==> src/design/irq_csr_pkg.sv <==
`default_nettype none

package irq_csr_pkg;

  //////////////////////////////////////////////////////////////////////
  // CSR addresses
  //////////////////////////////////////////////////////////////////////

  localparam logic [11:0] CSR_ADDR_MSTATUS = 12'h300;
  localparam logic [11:0] CSR_ADDR_MIE     = 12'h304;
  localparam logic [11:0] CSR_ADDR_MIP     = 12'h344;

  // Global machine interrupt enable inside mstatus
  localparam int unsigned MSTATUS_MIE_BIT = 3;

  // Implemented lines: MSI 3, MTI 7, MEI 11, platform 16 to 31
  localparam logic [31:0] IRQ_IMPL_MASK = 32'hFFFF_0888;

  //////////////////////////////////////////////////////////////////////
  // mie / mip word layout
  //////////////////////////////////////////////////////////////////////

  // Field order is MSB first
  typedef struct packed {
    logic [15:0] platform;     // Lines 31..16
    logic [3:0]  reserved_hi;  // Lines 15..12
    logic        meip;         // Line 11
    logic [2:0]  reserved_10;  // Lines 10..8
    logic        mtip;         // Line 7
    logic [2:0]  reserved_6;   // Lines 6..4
    logic        msip;         // Line 3
    logic [2:0]  reserved_2;   // Lines 2..0
  } csr_irq_fields_t;

  // Raw view for the CSR port, field view for priority decode
  typedef union packed {
    logic [31:0]     raw;
    csr_irq_fields_t fields;
  } csr_irq_word_u;

endpackage

`default_nettype wire

==> src/design/irq_id_pkg.sv <==
`default_nettype none

package irq_id_pkg;

  //////////////////////////////////////////////////////////////////////
  // Line count and id encoding
  //////////////////////////////////////////////////////////////////////

  // Width of an interrupt id
  localparam int unsigned IRQ_ID_W = 5;

  // One line per mip bit
  localparam int unsigned NUM_IRQ = 32;

  // Standard machine-level ids
  localparam logic [IRQ_ID_W-1:0] IRQ_ID_MSI = 5'd3;
  localparam logic [IRQ_ID_W-1:0] IRQ_ID_MTI = 5'd7;
  localparam logic [IRQ_ID_W-1:0] IRQ_ID_MEI = 5'd11;

  //////////////////////////////////////////////////////////////////////
  // Priority order
  //////////////////////////////////////////////////////////////////////

  // Highest first:
  //   platform 31 down to 16
  //   then MEI, MSI, MTI
  // Platform lines start here
  localparam int unsigned IRQ_ID_PLAT_BASE = 16;

  // Number of platform lines
  localparam int unsigned NUM_PLAT_IRQ = 16;

endpackage

`default_nettype wire

==> src/design/irq_csr_unit.sv <==
`timescale 1ns/1ps
`default_nettype none

module irq_csr_unit (
  input  logic                           clk_i,
  input  logic                           rst_i,

  // CSR port, single-cycle write strobe
  input  logic                           csr_we_i,
  input  logic [11:0]                    csr_addr_i,
  input  logic [31:0]                    csr_wdata_i,
  output logic [31:0]                    csr_rdata_o,

  // Pending word from the line cells
  input  logic [irq_id_pkg::NUM_IRQ-1:0] mip_i,

  // Enables toward the line cells and arbiter
  output logic [irq_id_pkg::NUM_IRQ-1:0] mie_o,
  output logic                           global_en_o
);

  // Only MIE is writable in mstatus
  localparam logic [31:0] MSTATUS_WMASK = 32'd1 << irq_csr_pkg::MSTATUS_MIE_BIT;

  // Register state
  irq_csr_pkg::csr_irq_word_u mie_q;
  irq_csr_pkg::csr_irq_word_u mstatus_q;

  // Next-state values
  irq_csr_pkg::csr_irq_word_u mie_d;
  irq_csr_pkg::csr_irq_word_u mstatus_d;

  //////////////////////////////////////////////////////////////////////
  // Write decode
  //////////////////////////////////////////////////////////////////////

  always_comb begin
    mie_d     = mie_q;
    mstatus_d = mstatus_q;
    if (csr_we_i) begin
      case (csr_addr_i)
        irq_csr_pkg::CSR_ADDR_MIE: begin
          // Unimplemented lines stay zero
          mie_d.raw = csr_wdata_i & irq_csr_pkg::IRQ_IMPL_MASK;
        end
        irq_csr_pkg::CSR_ADDR_MSTATUS: begin
          mstatus_d.raw = csr_wdata_i & MSTATUS_WMASK;
        end
        // mip is driven by the lines, writes dropped
        default: begin
          mie_d     = mie_q;
          mstatus_d = mstatus_q;
        end
      endcase
    end
  end

  always_ff @(posedge clk_i) begin
    if (rst_i) begin
      mie_q.raw     <= '0;
      mstatus_q.raw <= '0;
    end else begin
      mie_q     <= mie_d;
      mstatus_q <= mstatus_d;
    end
  end

  //////////////////////////////////////////////////////////////////////
  // Read mux
  //////////////////////////////////////////////////////////////////////

  // Combinational, same cycle as the address
  always_comb begin
    case (csr_addr_i)
      irq_csr_pkg::CSR_ADDR_MSTATUS: csr_rdata_o = mstatus_q.raw;
      irq_csr_pkg::CSR_ADDR_MIE:     csr_rdata_o = mie_q.raw;
      irq_csr_pkg::CSR_ADDR_MIP:     csr_rdata_o = mip_i;
      default:                       csr_rdata_o = '0;
    endcase
  end

  // Outputs
  assign mie_o       = mie_q.raw;
  assign global_en_o = mstatus_q.raw[irq_csr_pkg::MSTATUS_MIE_BIT];

  // No enable may reach a line that has no cell behind it
  a_mie_impl_only : assert property (
    @(posedge clk_i) disable iff (rst_i)
    (mie_q.raw & ~irq_csr_pkg::IRQ_IMPL_MASK) == '0
  ) else $error("irq_csr_unit: mie holds an unimplemented bit");

endmodule

`default_nettype wire

==> src/design/irq_line.sv <==
`timescale 1ns/1ps
`default_nettype none

module irq_line #(
  parameter int unsigned SYNC_STAGES = 2
) (
  input  logic clk_i,
  input  logic rst_i,

  // Raw line, asynchronous to clk_i
  input  logic irq_i,

  // This line's mie bit
  input  logic enable_i,

  // Synchronized level, reported in mip
  output logic pending_o,

  // Pending and enabled, toward the arbiter
  output logic active_o
);

  // Synchronizer chain, bit 0 samples the pin
  logic [SYNC_STAGES-1:0] sync_q;

  // Two or three stages supported
  if ((SYNC_STAGES < 2) || (SYNC_STAGES > 3)) begin : g_bad_stages
    $error("irq_line: SYNC_STAGES must be 2 or 3");
  end

  //////////////////////////////////////////////////////////////////////
  // Synchronizer
  //////////////////////////////////////////////////////////////////////

  always_ff @(posedge clk_i) begin
    if (rst_i) begin
      sync_q <= '0;
    end else begin
      // Shift toward the MSB
      sync_q <= {sync_q[SYNC_STAGES-2:0], irq_i};
    end
  end

  // Last stage doubles as the pending flag
  assign pending_o = sync_q[SYNC_STAGES-1];

  // Level-sensitive, no latching of the request
  assign active_o = pending_o & enable_i;

  // A rising pending flag was on the pin SYNC_STAGES cycles before
  a_pending_latency : assert property (
    @(posedge clk_i) disable iff (rst_i)
    $rose(pending_o) |-> $past(irq_i, SYNC_STAGES)
  ) else $error("irq_line: pending rose without the pin SYNC_STAGES cycles earlier");

endmodule

`default_nettype wire

==> src/design/irq_arbiter.sv <==
`timescale 1ns/1ps
`default_nettype none

module irq_arbiter (
  input  logic                            clk_i,
  input  logic                            rst_i,

  // From the line cells and the CSR unit
  input  logic [irq_id_pkg::NUM_IRQ-1:0]  active_i,
  input  logic [irq_id_pkg::NUM_IRQ-1:0]  mie_i,
  input  logic                            global_en_i,

  // Request toward the core, valid/ready style
  input  logic                            irq_ack_i,
  output logic                            irq_req_o,
  output logic [irq_id_pkg::IRQ_ID_W-1:0] irq_id_o,
  output logic                            irq_wu_o
);

  localparam int unsigned ID_W = irq_id_pkg::IRQ_ID_W;

  // Active vector, decoded through the field view
  irq_csr_pkg::csr_irq_word_u act;

  logic            win_valid;
  logic [ID_W-1:0] win_id;
  logic            held;
  logic            req_q;
  logic [ID_W-1:0] id_q;
  logic            wu_q;

  //////////////////////////////////////////////////////////////////////
  // Priority select
  //////////////////////////////////////////////////////////////////////

  always_comb begin
    // Only enabled lines compete
    act.raw = active_i & mie_i;
    win_id  = '0;
    // Lowest first, later hits override
    if (act.fields.mtip) begin
      win_id = irq_id_pkg::IRQ_ID_MTI;
    end
    if (act.fields.msip) begin
      win_id = irq_id_pkg::IRQ_ID_MSI;
    end
    if (act.fields.meip) begin
      win_id = irq_id_pkg::IRQ_ID_MEI;
    end
    // Platform lines, highest index wins
    for (int i = 0; i < irq_id_pkg::NUM_PLAT_IRQ; i++) begin
      if (act.fields.platform[i]) begin
        win_id = ID_W'(irq_id_pkg::IRQ_ID_PLAT_BASE + i);
      end
    end
  end

  assign win_valid = |act.raw;

  // Offer outstanding and not taken this cycle
  assign held = req_q & ~irq_ack_i;

  //////////////////////////////////////////////////////////////////////
  // Request register
  //////////////////////////////////////////////////////////////////////

  always_ff @(posedge clk_i) begin
    if (rst_i) begin
      req_q <= 1'b0;
      id_q  <= '0;
      wu_q  <= 1'b0;
    end else begin
      // Wake-up ignores mstatus.MIE
      wu_q <= win_valid;
      if (held) begin
        // Back-pressure: keep id, drop if source went away
        req_q <= global_en_i & act.raw[id_q];
      end else if (global_en_i) begin
        req_q <= win_valid;
        id_q  <= win_id;
      end else begin
        req_q <= 1'b0;
      end
    end
  end

  assign irq_req_o = req_q;
  assign irq_id_o  = id_q;
  assign irq_wu_o  = wu_q;

  // Payload frozen until the core takes it
  a_id_stable : assert property (
    @(posedge clk_i) disable iff (rst_i)
    (irq_req_o && !irq_ack_i) |=> $stable(irq_id_o)
  ) else $error("irq_arbiter: id changed under back-pressure");

  // Global disable kills the request next cycle
  a_req_gated : assert property (
    @(posedge clk_i) disable iff (rst_i)
    !global_en_i |=> !irq_req_o
  ) else $error("irq_arbiter: request while globally disabled");

endmodule

`default_nettype wire

==> src/design/irq_controller_top.sv <==
`timescale 1ns/1ps
`default_nettype none

module irq_controller_top #(
  parameter int unsigned SYNC_STAGES = 2
) (
  input  logic                            clk_i,
  input  logic                            rst_i,

  // External interrupt lines
  input  logic [irq_id_pkg::NUM_IRQ-1:0]  irq_i,

  // CSR port
  input  logic                            csr_we_i,
  input  logic [11:0]                     csr_addr_i,
  input  logic [31:0]                     csr_wdata_i,
  output logic [31:0]                     csr_rdata_o,

  // Request toward the core
  input  logic                            irq_ack_i,
  output logic                            irq_req_o,
  output logic [irq_id_pkg::IRQ_ID_W-1:0] irq_id_o,
  output logic                            irq_wu_o
);

  // CSR unit to lines and arbiter
  logic [irq_id_pkg::NUM_IRQ-1:0] mie;
  logic                           global_en;

  // Lines back to CSR unit and arbiter
  logic [irq_id_pkg::NUM_IRQ-1:0] mip;
  logic [irq_id_pkg::NUM_IRQ-1:0] active;

  //////////////////////////////////////////////////////////////////////
  // CSR unit
  //////////////////////////////////////////////////////////////////////

  irq_csr_unit u_csr (
    .clk_i       ( clk_i       ),
    .rst_i       ( rst_i       ),
    .csr_we_i    ( csr_we_i    ),
    .csr_addr_i  ( csr_addr_i  ),
    .csr_wdata_i ( csr_wdata_i ),
    .csr_rdata_o ( csr_rdata_o ),
    .mip_i       ( mip         ),
    .mie_o       ( mie         ),
    .global_en_o ( global_en   )
  );

  //////////////////////////////////////////////////////////////////////
  // Line cells
  //////////////////////////////////////////////////////////////////////

  // One cell per implemented index
  for (genvar i = 0; i < irq_id_pkg::NUM_IRQ; i++) begin : g_line
    if (irq_csr_pkg::IRQ_IMPL_MASK[i]) begin : g_impl
      irq_line #(
        .SYNC_STAGES ( SYNC_STAGES )
      ) u_line (
        .clk_i     ( clk_i     ),
        .rst_i     ( rst_i     ),
        .irq_i     ( irq_i[i]  ),
        .enable_i  ( mie[i]    ),
        .pending_o ( mip[i]    ),
        .active_o  ( active[i] )
      );
    end else begin : g_unimpl
      // Reserved index, reads as zero
      assign mip[i]    = 1'b0;
      assign active[i] = 1'b0;
    end
  end

  //////////////////////////////////////////////////////////////////////
  // Arbiter
  //////////////////////////////////////////////////////////////////////

  irq_arbiter u_arb (
    .clk_i       ( clk_i     ),
    .rst_i       ( rst_i     ),
    .active_i    ( active    ),
    .mie_i       ( mie       ),
    .global_en_i ( global_en ),
    .irq_ack_i   ( irq_ack_i ),
    .irq_req_o   ( irq_req_o ),
    .irq_id_o    ( irq_id_o  ),
    .irq_wu_o    ( irq_wu_o  )
  );

endmodule

`default_nettype wire

==> config.mk <==
export PLATFORM = sky130hd
export DESIGN_NAME = irq_controller_top
export DESIGN_NICKNAME = d
export VERILOG_FILES = /design/src/design/irq_csr_pkg.sv /design/src/design/irq_id_pkg.sv /design/src/design/irq_csr_unit.sv /design/src/design/irq_line.sv /design/src/design/irq_arbiter.sv /design/src/design/irq_controller_top.sv
export SDC_FILE = /design/constraint.sdc
export NUM_CORES = 1
export LEC_CHECK = 0
export ABC_CLOCK_PERIOD_IN_PS = 4300
export BUFFER_PORTS_ARGS = -buffer_cell sky130_fd_sc_hd__buf_4
export CORE_AREA = 2 2 98 91
export CTS_CLUSTER_DIAMETER = 60
export DETAILED_ROUTE_END_ITERATION = 10
export DIE_AREA = 0 0 100 93
export GPL_ROUTABILITY_DRIVEN = 0
export HOLD_SLACK_MARGIN = 0.1
export PLACE_DENSITY = 0.76
export REMOVE_ABC_BUFFERS = 1
export SYNTH_ARGS = -nofsm -noshare
export SYNTH_HDL_FRONTEND = slang
export SYNTH_HIERARCHICAL = 1
export SYNTH_SLANG_ARGS = --single-unit
==> constraint.sdc <==
create_clock -name clk_i -period 4.3 [get_ports clk_i]
set_input_delay 0.645 -clock clk_i [delete_from_list [all_inputs] [get_ports clk_i]]
set_output_delay 0.645 -clock clk_i [all_outputs]
set_load 0.005 [all_outputs]
### Word-level counts from Yosys, hierarchy flattened

Index checks and enable logic that the tools add are counted.

* bits of input ports: 80
* register bits: 65
* word-level logic and storage cells: 80

* magnitude comparators: 1
* muxes and demuxes: 24
* equal/unequal tests: 3
* reduce and logical (&&, ||, !) cells: 4
* bitwise gates (word level): 24

Operator list (count)
* one-hot mux 32 bit (3 select lines): 1
* 2-to-1 mux 5 bit: 16
* equality test 12 x 10 -> 1 bit (second input constant): 3
* AND 32 bit: 1
* OR reduction 32 bit: 1
* AND 1 bit: 21
* less-than comparator 5 x 6 -> 1 bit (second input constant): 1
* 2-to-1 mux 3 bit: 2
* AND reduction 2 bit: 3
* binary-select mux 1 bit (select 5 bit): 1
* 2-to-1 mux 4 bit: 1
* 2-to-1 mux 1 bit: 3
* NOT 1 bit: 2

### Longest topological paths before layout

* depth in word-level cells: 21
* gate-level depth with buffers: 6
* depth with buffers taken out: 6

### Modules after synthesis

The synthesis kept the hierarchy.

Modules (own cells, without submodules)
* irq_csr_unit: instances 1, seq. area each 400.4 µm², area an instance 1480.2 µm², cells an instance 171
* irq_line: instances 19, seq. area each 40.0 µm², area an instance 58.8 µm², cells an instance 5
* irq_arbiter: instances 1, seq. area each 140.1 µm², area an instance 934.6 µm², cells an instance 116
* irq_controller_top: instances 1, seq. area each 0.0 µm², area an instance 3.8 µm², cells an instance 1

### Worst setup path before layout

No wires, ideal clock.

* path kind: input-to-output
* start point: input port csr_addr_i[11]
* end point: output port csr_rdata_o[11]
* required time: 3655 ps
* slack: 1889 ps
* cell stages on the path: 4
* arrival time: 1766 ps
* cells stage by stage: nor4b_1 > nand4_1 > clkbuf_1 > nor2_1

* longest elaborated chain between the ends: 2
* elaborated cells on any way between the ends: 4
* classes of those cells: eq/ne (3); mux (1)

Ends and longest elaborated chain
* from (decl): RTL line irq_controller_top.sv:15 `input logic [11:0] csr_addr_i,`
* equality test 12 x 10 -> 1 bit: RTL line irq_csr_unit.sv:74 `case (csr_addr_i)`
* one-hot mux 32 bit (3 select lines) *: RTL line irq_csr_unit.sv:74
* to (decl): RTL line irq_controller_top.sv:17 `output logic [31:0] csr_rdata_o,`

Mark *: on every way between the ends. The rest lies on a longest branch, timed or not.

### Worst setup path after layout

* start point: input port csr_addr_i[11]
* end point: output port csr_rdata_o[23]

Same word-level chain as after synthesis.

==> impl_summary.txt <==
----------------------------------------------------
[Power and ir drop]
  Worst IR drop on VDD ... 176.1 uV
  P per Cell Area ... 258.2 nW/um2
  Leakage power ... 1.792 nW
  Overall power after layout ... 1.135 mW

[Route]
  Max layer used ... met4
  Number of vias after detailed routing ... 2849
  Total length of routed wires ... 7334 um
  Average routed wire per standard cell ... 12.33 um
  ANT nets after route ... 0
  Routed met1 length ... 3321 um
  Via-per-instance ratio ... 4.788
  Number of DRC violations after detailed-routing iteration 0 ... 135
  Number of design rule violations left after detail routing ... 0
  Metal2 WL ... 3328 um
  Sum of met3 wire segment lengths after detailed routing ... 508 um
  TritonRoute pass-1 iters ... 4

[Finish]
  Area of combinational cells with multiple inputs ... 2206 um2
  Fraction of layout instances using a drive strength above 1 ... 20.49%
  Diodes inserted ... 0
  Final Non-Filler Cells ... 595
  Area taken by flip-flops and latches ... 1301 um2
  Total of fill cells in the finished design ... 801
  Layout area overhead ... 24.38%
  Final net count ... 570

[Placed design]
  Detailed placement HPWL ... 5330 um
  Number of I/O port buffers ... 79
  Inst Count DP ... 581

[GRT]
  Overflow after GRT ... 0
  Wire length of the first global-routing pass ... 12030 um
  Number of antenna violations at the first check in global routing ... 0
  Largest net degree at the start of global routing ... 83
  Vias in the first global route ... 2687
  GR Util All Layers ... 16.43%

[CTS]
  Number of buffers inserted for hold repair after clock tree synthesis ... 0
  TritonCTS clock tree ... yes
  Number of buffers added for setup after CTS ... 0
  Clock input transition at the sequential cells of the worst setup and hold paths ... 0.06 ns
  Number of buffers on the longest clock path ... 2
  TritonCTS buffer count ... 9
  Clock net sink count ... 65
  Count of H-tree levels built during CTS ... 3
  Source-to-sink clock delay at the later pin of the worst-skew pair ... 0.34 ns
  Clock root buffer ... sky130_fd_sc_hd__clkbuf_8
  Count of instances resized after the clock tree is built ... 0

[Yosys]
  Avg Synthesized Cell Area ... 9.232 um2
  Netlist area before placement ... 3536 um2
  Library cells used by synthesis ... 47
  FFs w/ async S/R, synth ... 0%
  Synthesis-stage register bit count ... 65
  Synth warnings ... 6
  Number of synthesized flops with an enable pin ... 0
  Syn Inst Count ... 383
  Sequential area share after synthesis ... 36.80%
  Primary flip-flop cell chosen by synthesis mapping ... sky130_fd_sc_hd__dfxtp_1

[Setup path]
  Required time of the worst setup path ... 3.65 ns
  Endpoint type of the worst setup path ... output port
  Startpoint Class ... primary input
  Data arrival time of the critical path ... 1.91 ns
  Critical Path Fanout Max ... 18
  Type of the setup path with the least slack ... primary input to output port

[Timing]
  Headroom to the max-slew limit ... 52.35%
  Final critical path time including I/O delays and setup ... 2.554 ns
  RSZ-0062 raised after global routing ... no
  Clock skew ... 0.006269 ns
  Final number of setup-violating endpoints ... 0
  Final worst-path cycle share ... 59.40%
  Setup TNS ... 0 ns
  Maximum operating frequency ... 391.5 MHz
  Final number of hold-violating endpoints ... 0
  Final Max Slew Viols ... 0
  Slew of the pin with the lowest slew margin ... 0.7089 ns

[Floorplan]
  Core box area ... 8328 um2
  Height of the chip ... 93 um
  Die area ... 9300 um2
  Initial Util ... 42.46%
  Horizontal die dimension ... 100 um
  Boundary pin count ... 119
  Row count ... 32

[Min path]
  Min-delay worst type ... register to register

[Run status]
  Run status ... complete, no violations

[Job]
  Count of max-cap constraint violations ... 0

----------------------------------------------------
[per-layer routing]
metal	track usage (%)	vias up
li1	-	1477
met1	21.10	1260
met2	25.68	98
met3	4.484	14
met4	7.763	0
met5	0	-
[layout by cell type (no fill, tap or decap), types with 2 or more instances in the layout]
cell type / count
sky130_fd_sc_hd__a211oi_1: 2
sky130_fd_sc_hd__a21oi_1: 4
sky130_fd_sc_hd__a222oi_1: 2
sky130_fd_sc_hd__a22oi_1: 9
sky130_fd_sc_hd__and2_1: 35
sky130_fd_sc_hd__buf_4: 81
sky130_fd_sc_hd__clkbuf_1: 4
sky130_fd_sc_hd__clkbuf_8: 9
sky130_fd_sc_hd__conb_1: 45
sky130_fd_sc_hd__dfxtp_1: 65
sky130_fd_sc_hd__inv_1: 3
sky130_fd_sc_hd__mux2i_1: 39
sky130_fd_sc_hd__mux4_1: 7
sky130_fd_sc_hd__mux4_2: 3
sky130_fd_sc_hd__nand2_1: 36
sky130_fd_sc_hd__nand2b_1: 39
sky130_fd_sc_hd__nand3_1: 8
sky130_fd_sc_hd__nand4_1: 6
sky130_fd_sc_hd__nor2_1: 23
sky130_fd_sc_hd__nor2b_1: 38
sky130_fd_sc_hd__nor3_1: 5
sky130_fd_sc_hd__nor3b_1: 4
sky130_fd_sc_hd__o21ai_0: 3
sky130_fd_sc_hd__o21ai_1: 2
[critical path, cell delays in order]
cell and delay, ns:
sky130_fd_sc_hd__buf_4 0.11, sky130_fd_sc_hd__nor4b_1 0.45, sky130_fd_sc_hd__nand4_1 0.16, sky130_fd_sc_hd__buf_4 0.24, sky130_fd_sc_hd__nor2_1 0.17, sky130_fd_sc_hd__buf_4 0.13
[through the flow]
step                      hold slack [ns]  util, %  setup slack (ns)  instance area [um2]
final                              0.4334    52.81             1.746                 4398
after global routing               0.4455    52.81             1.584                 4398
after CTS                          0.4354    52.81             1.765                 4398
after detailed placement           0.4204    51.08             1.776                 4254
after global placement             0.4216    51.08             1.746                 4254
after floorplan                    0.4138        -             1.110                 3510
[path summary, 6_finish.rpt]
kind                                      start                                  to  slack, ns  cells after the start
max                              csr_addr_i[11]                     csr_rdata_o[23]       1.75                      6
max reg2reg                   u_arb/irq_id_o[1]                     u_arb/irq_req_o       2.19                      4
min reg2reg  g_line[27].g_impl.u_line/sync_q[0]  g_line[27].g_impl.u_line/sync_q[1]       0.43                      1
min          g_line[27].g_impl.u_line/sync_q[0]  g_line[27].g_impl.u_line/sync_q[1]       0.43                      1
[layout make-up]
class,count,share of cell area (%)
multi-input cells,330,50.16
flip-flops and latches,65,29.59
repair buffers,81,13.83
clock buffers,13,3.158
well taps,102,2.902
inverters,3,0.2560
clock inverters,1,0.1138
[report_power, final]
group          switching, mW  internal [mW]  leakage [nW]
Clock                  0.206          0.203        0.0733
Combinational         0.0418         0.0613          1.19
Sequential           0.00470          0.619         0.532
[synthesized netlist by cell type, types with 2 or more instances]
master / number / area, um2
sky130_fd_sc_hd__a22oi_1: 9 / 67.56
sky130_fd_sc_hd__nor2_1: 23 / 86.33
sky130_fd_sc_hd__mux2i_1: 39 / 390.4
sky130_fd_sc_hd__mux4_2: 3 / 67.56
sky130_fd_sc_hd__a222oi_1: 2 / 20.02
sky130_fd_sc_hd__nor4_2: 2 / 25.02
sky130_fd_sc_hd__nand2_1: 36 / 135.1
sky130_fd_sc_hd__nor3b_1: 4 / 30.03
sky130_fd_sc_hd__buf_4: 13 / 97.59
sky130_fd_sc_hd__nor3_1: 5 / 25.02
sky130_fd_sc_hd__nand2b_1: 39 / 244.0
sky130_fd_sc_hd__inv_1: 3 / 11.26
sky130_fd_sc_hd__a211oi_1: 2 / 15.01
sky130_fd_sc_hd__buf_6: 2 / 22.52
sky130_fd_sc_hd__mux4_1: 7 / 183.9
sky130_fd_sc_hd__a21oi_1: 4 / 20.02
sky130_fd_sc_hd__dfxtp_1: 65 / 1301
sky130_fd_sc_hd__nand3_1: 8 / 40.04
sky130_fd_sc_hd__nor2b_1: 38 / 237.7
sky130_fd_sc_hd__o21ai_1: 2 / 10.01
sky130_fd_sc_hd__clkbuf_1: 9 / 33.78
sky130_fd_sc_hd__o21ai_0: 3 / 15.01
sky130_fd_sc_hd__and2_1: 35 / 219.0
sky130_fd_sc_hd__nand4_1: 6 / 37.54
sky130_fd_sc_hd__conb_1: 2 / 7.510
[flip-flops by register name (all words and copies together), names as in the netlist]
signal	count
u_arb/irq_req_o	1
u_arb/irq_wu_o	1
u_arb/irq_id_o	5
u_csr/mstatus_q	1
g_line.g_impl.u_line/sync_q	38
u_csr/mie_o	19
[kinds of logic after synthesis]
family	after synthesis	share of synthesized area [%]
AND/OR/NAND/NOR	205	32.80
flip-flops	65	36.80
multiplexers	49	18.15
AO/OA/AOI/OAI	31	6.405
buffers and inverters	31	5.626
other	2	0.2124
Power figures use the tool's default switching activity.
